[src/nn_config.svh]
`ifndef NN_CONFIG_SVH
`define NN_CONFIG_SVH

// Network shape
`define NN_NEURONS  4
`define NN_LAYERS   3
`define NN_LAYER_W  2   // Wide enough for NN_LAYERS-1

// Cell widths
`define NN_Z_W      10  // Signed pre-activation
`define NN_ACT_W    9   // Unsigned target
`define NN_DELTA_W  8
`define NN_WEIGHT_W 8

// All cells are Q4
`define NN_FRAC     4

`endif
[src/nn_pkg.sv]
package nn_pkg;

    `include "nn_config.svh"

    // Scalar cells
    typedef logic signed [`NN_DELTA_W-1:0]  delta_t;
    typedef logic signed [`NN_WEIGHT_W-1:0] weight_t;
    typedef logic signed [`NN_Z_W-1:0]      z_t;
    typedef logic        [`NN_ACT_W-1:0]    act_t;   // Unsigned target
    typedef logic        [`NN_LAYER_W-1:0]  layer_t;

    // Vectors, one cell per neuron
    typedef delta_t [`NN_NEURONS-1:0] delta_vec_t;
    typedef z_t     [`NN_NEURONS-1:0] z_vec_t;
    typedef act_t   [`NN_NEURONS-1:0] act_vec_t;
    typedef weight_t [`NN_NEURONS-1:0][`NN_NEURONS-1:0] weight_mat_t;  // [i][j]

    typedef enum logic [1:0] {P_IDLE, P_ACC, P_SCALE, P_OUT} prop_state_t;
    typedef enum logic [1:0] {R_IDLE, R_FETCH, R_PROP, R_OUT} route_state_t;

    localparam int DELTA_MAX = 2 ** (`NN_DELTA_W - 1) - 1;
    localparam int DELTA_MIN = -(2 ** (`NN_DELTA_W - 1));

    // Clip to the delta cell range
    function automatic delta_t sat_delta(input int v);
        if (v > DELTA_MAX)
            return delta_t'(DELTA_MAX);
        else if (v < DELTA_MIN)
            return delta_t'(DELTA_MIN);
        else
            return delta_t'(v);
    endfunction

    function automatic logic is_clipped(input int v);
        return (v > DELTA_MAX) || (v < DELTA_MIN);
    endfunction

endpackage

[src/delta_if.sv]
`timescale 1ns/10ps

// Result channel from a delta unit back to the router
interface delta_if;

    import nn_pkg::*;

    delta_vec_t delta;
    logic       valid;
    logic       ready;
    logic       ovf;    // Some cell of delta was clipped

    // Producer side
    modport src (
        output delta,
        output valid,
        output ovf,
        input  ready
    );

    // Consumer side
    modport snk (
        input  delta,
        input  valid,
        input  ovf,
        output ready
    );

endinterface

[src/error_calculator.sv]
`timescale 1ns/10ps

module error_calculator (
    input  logic                clk,
    input  logic                rst_n,
    // Command
    input  logic                cmd_valid,
    output logic                cmd_ready,
    input  nn_pkg::layer_t      layer,
    input  nn_pkg::act_vec_t    y,
    input  nn_pkg::z_vec_t      z,
    input  nn_pkg::weight_mat_t w,
    // Result
    output logic                delta_valid,
    input  logic                delta_ready,
    output nn_pkg::delta_vec_t  delta,
    output logic                error           // Sticky overflow
);

    import nn_pkg::*;

    logic        fetch_valid, fetch_ready;
    z_vec_t      fetch_z;
    act_vec_t    fetch_y;
    logic        prop_valid, prop_ready;
    z_vec_t      prop_z;
    weight_mat_t prop_w;
    delta_vec_t  prop_delta;

    delta_if fetch_res ();
    delta_if prop_res ();

    ////////////////////////////////////////////////////////////////////////////
    // Instances
    ////////////////////////////////////////////////////////////////////////////

    delta_router router (
        .clk        (clk        ),
        .rst_n      (rst_n      ),
        .cmd_valid  (cmd_valid  ),
        .cmd_ready  (cmd_ready  ),
        .layer      (layer      ),
        .y          (y          ),
        .z          (z          ),
        .w          (w          ),
        .fetch_valid(fetch_valid),
        .fetch_ready(fetch_ready),
        .fetch_z    (fetch_z    ),
        .fetch_y    (fetch_y    ),
        .fetch_res  (fetch_res  ),
        .prop_valid (prop_valid ),
        .prop_ready (prop_ready ),
        .prop_z     (prop_z     ),
        .prop_w     (prop_w     ),
        .prop_delta (prop_delta ),
        .prop_res   (prop_res   ),
        .delta_valid(delta_valid),
        .delta_ready(delta_ready),
        .delta      (delta      ),
        .error      (error      )
    );

    error_fetcher fetcher (
        .clk     (clk        ),
        .rst_n   (rst_n      ),
        .in_valid(fetch_valid),
        .in_ready(fetch_ready),
        .z       (fetch_z    ),
        .y       (fetch_y    ),
        .res     (fetch_res  )
    );

    error_propagator propagator (
        .clk     (clk       ),
        .rst_n   (rst_n     ),
        .in_valid(prop_valid),
        .in_ready(prop_ready),
        .z       (prop_z    ),
        .w       (prop_w    ),
        .delta_in(prop_delta),
        .res     (prop_res  )
    );

endmodule

[src/delta_router.sv]
`timescale 1ns/10ps
`include "nn_config.svh"

module delta_router (
    input  logic                 clk,
    input  logic                 rst_n,
    input  logic                 cmd_valid,
    output logic                 cmd_ready,
    input  nn_pkg::layer_t       layer,
    input  nn_pkg::act_vec_t     y,
    input  nn_pkg::z_vec_t       z,
    input  nn_pkg::weight_mat_t  w,
    output logic                 fetch_valid,
    input  logic                 fetch_ready,
    output nn_pkg::z_vec_t       fetch_z,
    output nn_pkg::act_vec_t     fetch_y,
    delta_if.snk                 fetch_res,
    output logic                 prop_valid,
    input  logic                 prop_ready,
    output nn_pkg::z_vec_t       prop_z,
    output nn_pkg::weight_mat_t  prop_w,
    output nn_pkg::delta_vec_t   prop_delta,
    delta_if.snk                 prop_res,
    output logic                 delta_valid,
    input  logic                 delta_ready,
    output nn_pkg::delta_vec_t   delta,
    output logic                 error
);

    import nn_pkg::*;

    route_state_t state;
    logic         issued;   // Operands handed to the part
    act_vec_t     y_q;
    z_vec_t       z_q;
    weight_mat_t  w_q;
    delta_vec_t   fb_q;     // Last result, next propagation input

    assign cmd_ready   = (state == R_IDLE);
    assign fetch_valid = (state == R_FETCH) && !issued;
    assign prop_valid  = (state == R_PROP) && !issued;
    assign fetch_res.ready = (state == R_FETCH) && issued;
    assign prop_res.ready  = (state == R_PROP) && issued;

    assign fetch_z    = z_q;
    assign fetch_y    = y_q;
    assign prop_z     = z_q;
    assign prop_w     = w_q;
    assign prop_delta = fb_q;

    always_ff @(posedge clk) begin
        if (!rst_n) begin
            state       <= R_IDLE;
            issued      <= 1'b0;
            fb_q        <= '0;
            delta_valid <= 1'b0;
            error       <= 1'b0;
        end else begin
            case (state)
                R_IDLE: begin
                    if (cmd_valid) begin
                        issued <= 1'b0;
                        state  <= (layer == layer_t'(`NN_LAYERS - 1)) ? R_FETCH : R_PROP;
                    end
                end
                R_FETCH: begin
                    if (fetch_valid && fetch_ready)
                        issued <= 1'b1;
                    if (fetch_res.valid && fetch_res.ready) begin
                        fb_q  <= fetch_res.delta;
                        error <= error | fetch_res.ovf;
                        state <= R_OUT;
                    end
                end
                R_PROP: begin
                    if (prop_valid && prop_ready)
                        issued <= 1'b1;
                    if (prop_res.valid && prop_res.ready) begin
                        fb_q  <= prop_res.delta;
                        error <= error | prop_res.ovf;  // Sticky
                        state <= R_OUT;
                    end
                end
                R_OUT: begin
                    if (!delta_valid) begin
                        delta_valid <= 1'b1;
                    end else if (delta_ready) begin
                        delta_valid <= 1'b0;
                        state       <= R_IDLE;
                    end
                end
                default: state <= R_IDLE;
            endcase
        end
    end

    // Command operands and output register
    always_ff @(posedge clk) begin
        if (state == R_IDLE && cmd_valid) begin
            y_q <= y;
            z_q <= z;
            w_q <= w;
        end
        if (state == R_OUT && !delta_valid)
            delta <= fb_q;
    end

    // Only the part in use may hold a result
    a_one_part: assert property (@(posedge clk) disable iff (!rst_n)
        !(fetch_res.valid && state != R_FETCH) && !(prop_res.valid && state != R_PROP));

endmodule

[src/error_propagator.sv]
`timescale 1ns/10ps
`include "nn_config.svh"

module error_propagator (
    input  logic                clk,
    input  logic                rst_n,
    input  logic                in_valid,
    output logic                in_ready,
    input  nn_pkg::z_vec_t      z,
    input  nn_pkg::weight_mat_t w,
    input  nn_pkg::delta_vec_t  delta_in,
    delta_if.src                res
);

    import nn_pkg::*;

    localparam int ROW_W = $clog2(`NN_NEURONS);
    localparam int ACC_W = `NN_WEIGHT_W + `NN_DELTA_W + ROW_W;  // Sum of four products

    prop_state_t state;
    logic [ROW_W-1:0] row;              // Row i being accumulated

    // Latched operands
    z_vec_t      z_q;
    weight_mat_t w_q;
    delta_vec_t  d_q;

    logic signed [ACC_W-1:0]   acc    [`NN_NEURONS];
    logic signed [ACC_W-1:0]   s_sh   [`NN_NEURONS];
    logic signed [4:0]         deriv  [`NN_NEURONS];
    logic signed [ACC_W+4:0]   t_full [`NN_NEURONS];
    delta_vec_t                t_sat;
    logic [`NN_NEURONS-1:0]    clip;

    assign in_ready = (state == P_IDLE);

    ////////////////////////////////////////////////////////////////////////////
    // Scaling and derivative
    ////////////////////////////////////////////////////////////////////////////

    always_comb begin
        for (int j = 0; j < `NN_NEURONS; j++) begin
            s_sh[j] = acc[j] >>> `NN_FRAC;
            // Slope of the hard sigmoid is 1/4 inside |z| < 2.0
            deriv[j]  = (z_q[j] > -32 && z_q[j] < 32) ? 5'sd4 : 5'sd0;
            t_full[j] = (s_sh[j] * deriv[j]) >>> `NN_FRAC;
            t_sat[j]  = sat_delta(t_full[j]);
            clip[j]   = is_clipped(t_full[j]);
        end
    end

    ////////////////////////////////////////////////////////////////////////////
    // Control FSM
    ////////////////////////////////////////////////////////////////////////////

    always_ff @(posedge clk) begin
        if (!rst_n) begin
            state     <= P_IDLE;
            row       <= '0;
            res.valid <= 1'b0;
        end else begin
            case (state)
                P_IDLE: begin
                    if (in_valid) begin
                        state <= P_ACC;
                        row   <= '0;
                    end
                end
                P_ACC: begin
                    row <= row + 1'b1;
                    if (row == ROW_W'(`NN_NEURONS - 1))
                        state <= P_SCALE;   // Last row this cycle
                end
                P_SCALE: begin
                    state     <= P_OUT;
                    res.valid <= 1'b1;
                end
                P_OUT: begin
                    // Hold until the router takes it
                    if (res.ready) begin
                        state     <= P_IDLE;
                        res.valid <= 1'b0;
                    end
                end
                default: state <= P_IDLE;
            endcase
        end
    end

    // Datapath
    always_ff @(posedge clk) begin
        case (state)
            P_IDLE: begin
                if (in_valid) begin
                    z_q <= z;
                    w_q <= w;
                    d_q <= delta_in;
                    for (int j = 0; j < `NN_NEURONS; j++)
                        acc[j] <= '0;
                end
            end
            P_ACC: begin
                // Transposed product, row i feeds every column j
                for (int j = 0; j < `NN_NEURONS; j++)
                    acc[j] <= acc[j] + w_q[row][j] * d_q[row];
            end
            P_SCALE: begin
                res.delta <= t_sat;
                res.ovf   <= |clip;
            end
            default: ;
        endcase
    end

    // Result six cycles after accept
    a_res_latency: assert property (@(posedge clk) disable iff (!rst_n)
        $rose(res.valid) |-> $past(in_valid && in_ready, 6));

endmodule

[src/error_fetcher.sv]
`timescale 1ns/10ps
`include "nn_config.svh"

module error_fetcher (
    input  logic             clk,
    input  logic             rst_n,
    input  logic             in_valid,
    output logic             in_ready,
    input  nn_pkg::z_vec_t   z,
    input  nn_pkg::act_vec_t y,
    delta_if.src             res
);

    import nn_pkg::*;

    logic        [`NN_FRAC:0]   act  [`NN_NEURONS];
    logic signed [`NN_ACT_W+1:0] diff [`NN_NEURONS];
    delta_vec_t                 delta_d;
    logic [`NN_NEURONS-1:0]     clip_d;

    // a = clamp((z >>> 2) + 0.5, 0, 1.0) in Q4
    function automatic logic [`NN_FRAC:0] hard_sigmoid(input z_t zc);
        logic signed [`NN_Z_W-1:0] v;
        v = (zc >>> 2) + 8;
        if (v < 0)
            return '0;
        else if (v > (1 << `NN_FRAC))
            return (1 << `NN_FRAC);
        else
            return v[`NN_FRAC:0];
    endfunction

    ////////////////////////////////////////////////////////////////////////////
    // Per-cell error
    ////////////////////////////////////////////////////////////////////////////

    always_comb begin
        for (int n = 0; n < `NN_NEURONS; n++) begin
            act[n]     = hard_sigmoid(z[n]);
            diff[n]    = $signed({1'b0, act[n]}) - $signed({1'b0, y[n]});
            delta_d[n] = sat_delta(diff[n]);
            clip_d[n]  = is_clipped(diff[n]);
        end
    end

    // Output register empty or draining this cycle
    assign in_ready = !res.valid || res.ready;

    always_ff @(posedge clk) begin
        if (!rst_n) begin
            res.valid <= 1'b0;
        end else if (in_valid && in_ready) begin
            res.valid <= 1'b1;
        end else if (res.ready) begin
            res.valid <= 1'b0;
        end
    end

    always_ff @(posedge clk) begin
        if (in_valid && in_ready) begin
            res.delta <= delta_d;
            res.ovf   <= |clip_d;   // Any clipped cell
        end
    end

    // Stalled result must not move
    a_res_hold: assert property (@(posedge clk) disable iff (!rst_n)
        res.valid && !res.ready |=> res.valid && $stable(res.delta));

endmodule

[config.mk]
export PLATFORM = sky130hd
export DESIGN_NAME = error_calculator
export DESIGN_NICKNAME = d
export VERILOG_FILES = /design/src/nn_pkg.sv /design/src/delta_if.sv /design/src/error_calculator.sv /design/src/delta_router.sv /design/src/error_propagator.sv /design/src/error_fetcher.sv
export VERILOG_INCLUDE_DIRS = /design/src
export SDC_FILE = /design/constraint.sdc
export NUM_CORES = 1
export LEC_CHECK = 0
export ABC_AREA = 1
export BUFFER_PORTS_ARGS = -buffer_cell sky130_fd_sc_hd__buf_2
export CAP_MARGIN = 25
export CORE_UTILIZATION = 55
export DETAILED_ROUTE_END_ITERATION = 12
export PLACE_DENSITY = 0.72
export SETUP_SLACK_MARGIN = 0.2
export SYNTH_ARGS = -nofsm -noshare
export SYNTH_HDL_FRONTEND = slang
export SYNTH_SLANG_ARGS = --single-unit
[constraint.sdc]
create_clock -name clk -period 29.3 [get_ports clk]
set_input_delay 1.465 -clock clk [delete_from_list [all_inputs] [get_ports clk]]
set_output_delay 1.465 -clock clk [all_outputs]
set_load 0.01 [all_outputs]
==> flow_summary.toml <==
[run_status]
status = "finished, final reports clean"

[critical_path]
crit_start = "propagator.row[0]"
worstSetupPathType = "flip-flop to flip-flop"
crit_path_top_delay_cell = "a32oi_4"
worstPathArrival_ns = 7.72
crit_chain = "inv_2 -> buf_4 -> nand2_1 -> a32oi_4 -> inv_2 -> nor2_1 -> inv_1 -> fa_1 -> inv_1 -> fa_1 -> fa_1 -> fa_1 -> ha_1 -> ha_1 -> nand2_1 -> nor2_1 -> nand2_1 -> o211ai_1 -> nand2_1 -> nand2_1 -> nand3_1 -> nand2_1 -> nor2_1"
end_kind = "flip-flop"
timing.critical_path.mode_cell = "nand2_1"
crit_fanout = 40
slowest_delay_ns = 0.81
cp.required_ns = 29.67
timing.rr.start = "propagator.row[0]"
worstSetupStartpointType = "flip-flop"
path_buf_inv = 5
critPathTopFamily = "adder cells"

[detailed_routing]
ant_nets = 0
first_iter_violations = 1698
top_layer = "met4"
viasPerCell = 5.385
post_drt_wl_per_cell_um = 18.12
postRouteWirelength_um = 81410
m1WireLength_um = 33830
wl_met3_um = 3982
drt_first_pass_iters = 6
drc = 0
wl_met2_um = 41180
vias = 24200

[floorplanning]
core_um2 = 66220
die-area_um2 = 68380
row_count = 94
io_pins = 245
start_util = 0.5593
die_w_um = 261.5
die_h_um = 261.5

[grt]
overflow = 0
grt_pass1_wl_um = 128300
antenna_found_initial = 2
grt_max_degree = 160
grt_pass1_vias = 24044
grt_use_total = 0.2454

[synthesis]
synth-seq-area-share = 0.4886
ys_types = 52
syn_avg_cell_area_um2 = 11.17
postSynthCellCount = 3315
syn-num-nets = 4052
ys_async_sr_fraction = 0
synth_area_um2 = 37040
synth-seq-cells = 617
synth_edf_count = 574
synth_top_flop_cell = "edfxtp_1"
yosys_warnings = 0

[timing]
fin_setup_tns_ns = 0
clock.fmax_ghz = 0.1360
rsz0062_at_grt = "false"
setup_viol = 0
clock-skew-final_ns = 0.02806
slew_headroom = 0.2999
slew_violations = 0
hold_viol_final = 0
worst_pin_slew_ns = 1.050
period_needed_ns = 7.351
period_share = 0.2509

[clocking]
clock-root-buffer = "clkbuf_16"
cts_hold_buf = 0
htree_levels = 3
postCtsSetupRepairBufs = 0
numCtsBuffers = 68
cts_tree = "yes"
clock_sinks = 617
cts_max_path_buffers = 3
path_clk_slew_ns = 0.06
ctsResizeCount = 0
clk_latency_ns = 0.61

[layout]
final_common_cell = "nand2_1"
synthToLayoutAreaGrowth_pct = 11.54
drive_gt1_frac = 0.1249
finalNetCount = 4313
final_cell_mix = "nand2_1 (657), edfxtp_1 (574), inv_1 (555)"

[min_path]
hp-class = "flip-flop to flip-flop"
hold_path.startpoint = "router.prop_w[101]"

[place]
gp_congestion = 0.9195
dp_hpwl_um = 61350
io_buffers = 244

[job]
drv_cap = 0
## registers in the layout (all words and copies together) (netlist names), 2 cells and up
register,flops
router.prop_delta,32
fetcher.res.delta,32
router.delta,32
propagator.d_q,32
router.prop_w,128
propagator.state,2
propagator.w_q,128
propagator.acc,72
router.fetch_z,40
router.fetch_y,36
propagator.z_q,40
router.state,2
propagator.row,2
propagator.res.delta,32
## path summary, 6_finish.rpt
path | endpoint | slack (ns) | cells past startpoint
max reg2reg | propagator.acc[1][17] | 21.95 | 23
max | propagator.acc[1][17] | 21.95 | 23
min | propagator.w_q[101] | 0.41 | 0
min reg2reg | propagator.w_q[101] | 0.41 | 0
## cell families (layout without fill, tap and decap cells)
| kind of cell | Yosys count | after routing | share of synthesized area |
|---|---|---|---|
| xor gates and xnor gates | 38 | 38 | 0.008987 |
| AOI/OAI and AO/OA | 403 | 403 | 0.07105 |
| adders and majority gates | 527 | 527 | 0.2437 |
| other | 0 | 2 | 0 |
| DFF | 617 | 617 | 0.4886 |
| and+or+nand+nor | 1070 | 1070 | 0.1165 |
| buffers and inverters | 660 | 973 | 0.07111 |
## layer usage
layer / vias to the layer above / global-route usage
met5: - / 0
met4: 0 / 0.07994
met3: 153 / 0.03358
met2: 657 / 0.4169
met1: 11963 / 0.3272
li1: 11427 / -
## cells in the mapped netlist, types with 4 or more instances
library cell | n | share of area
o21ai_1 | 4 | 0.00054
inv_2 | 31 | 0.0031
xor2_1 | 21 | 0.0050
a32oi_2 | 27 | 0.012
xnor2_1 | 17 | 0.0040
a21o_1 | 7 | 0.0014
fa_1 | 324 | 0.18
buf_2 | 29 | 0.0039
nand4_1 | 16 | 0.0027
o21ai_2 | 4 | 0.00095
ha_1 | 203 | 0.069
a32oi_4 | 6 | 0.0045
dfxtp_1 | 43 | 0.023
nand3_1 | 103 | 0.014
buf_6 | 7 | 0.0021
a41oi_1 | 4 | 0.00095
nand3b_1 | 12 | 0.0024
a31oi_1 | 55 | 0.0093
inv_1 | 556 | 0.056
or2_2 | 7 | 0.0012
clkbuf_1 | 18 | 0.0018
edfxtp_1 | 574 | 0.47
nor2_1 | 239 | 0.024
o31ai_1 | 4 | 0.00081
nor3_1 | 22 | 0.0030
buf_4 | 11 | 0.0022
nand2_1 | 657 | 0.067
a21oi_1 | 158 | 0.021
o21ai_0 | 117 | 0.016
## final cells by class
class,count,area (µm²)
Fill cell,5141,24910
Sequential cell,617,18100
Multi-Input combinational cell,2038,16320
Inverter,589,2226
Clock buffer,84,1826
Timing Repair Buffer,262,1389
Tap cell,864,1081
Clock inverter,38,362.8
Antenna cell,2,5.005
## per-stage QoR
stage               utilization  hold slack (ns)  std cells  instance area, µm²  setup slack, ns
floorplan                     -           0.4003       3315               37040            12.16
global placement         0.5903           0.4004       4369               39090            22.24
detailed placement       0.5903           0.4045       4369               39090            22.03
CTS                      0.6234           0.4097       4491               41280            22.04
global route             0.6239           0.4107       4494               41310            21.36
finish                   0.6239           0.4123       4494               41310            21.95
Power is not shown: default switching activity piles up to over one toggle a cycle in this logic, so the estimate is an artifact.
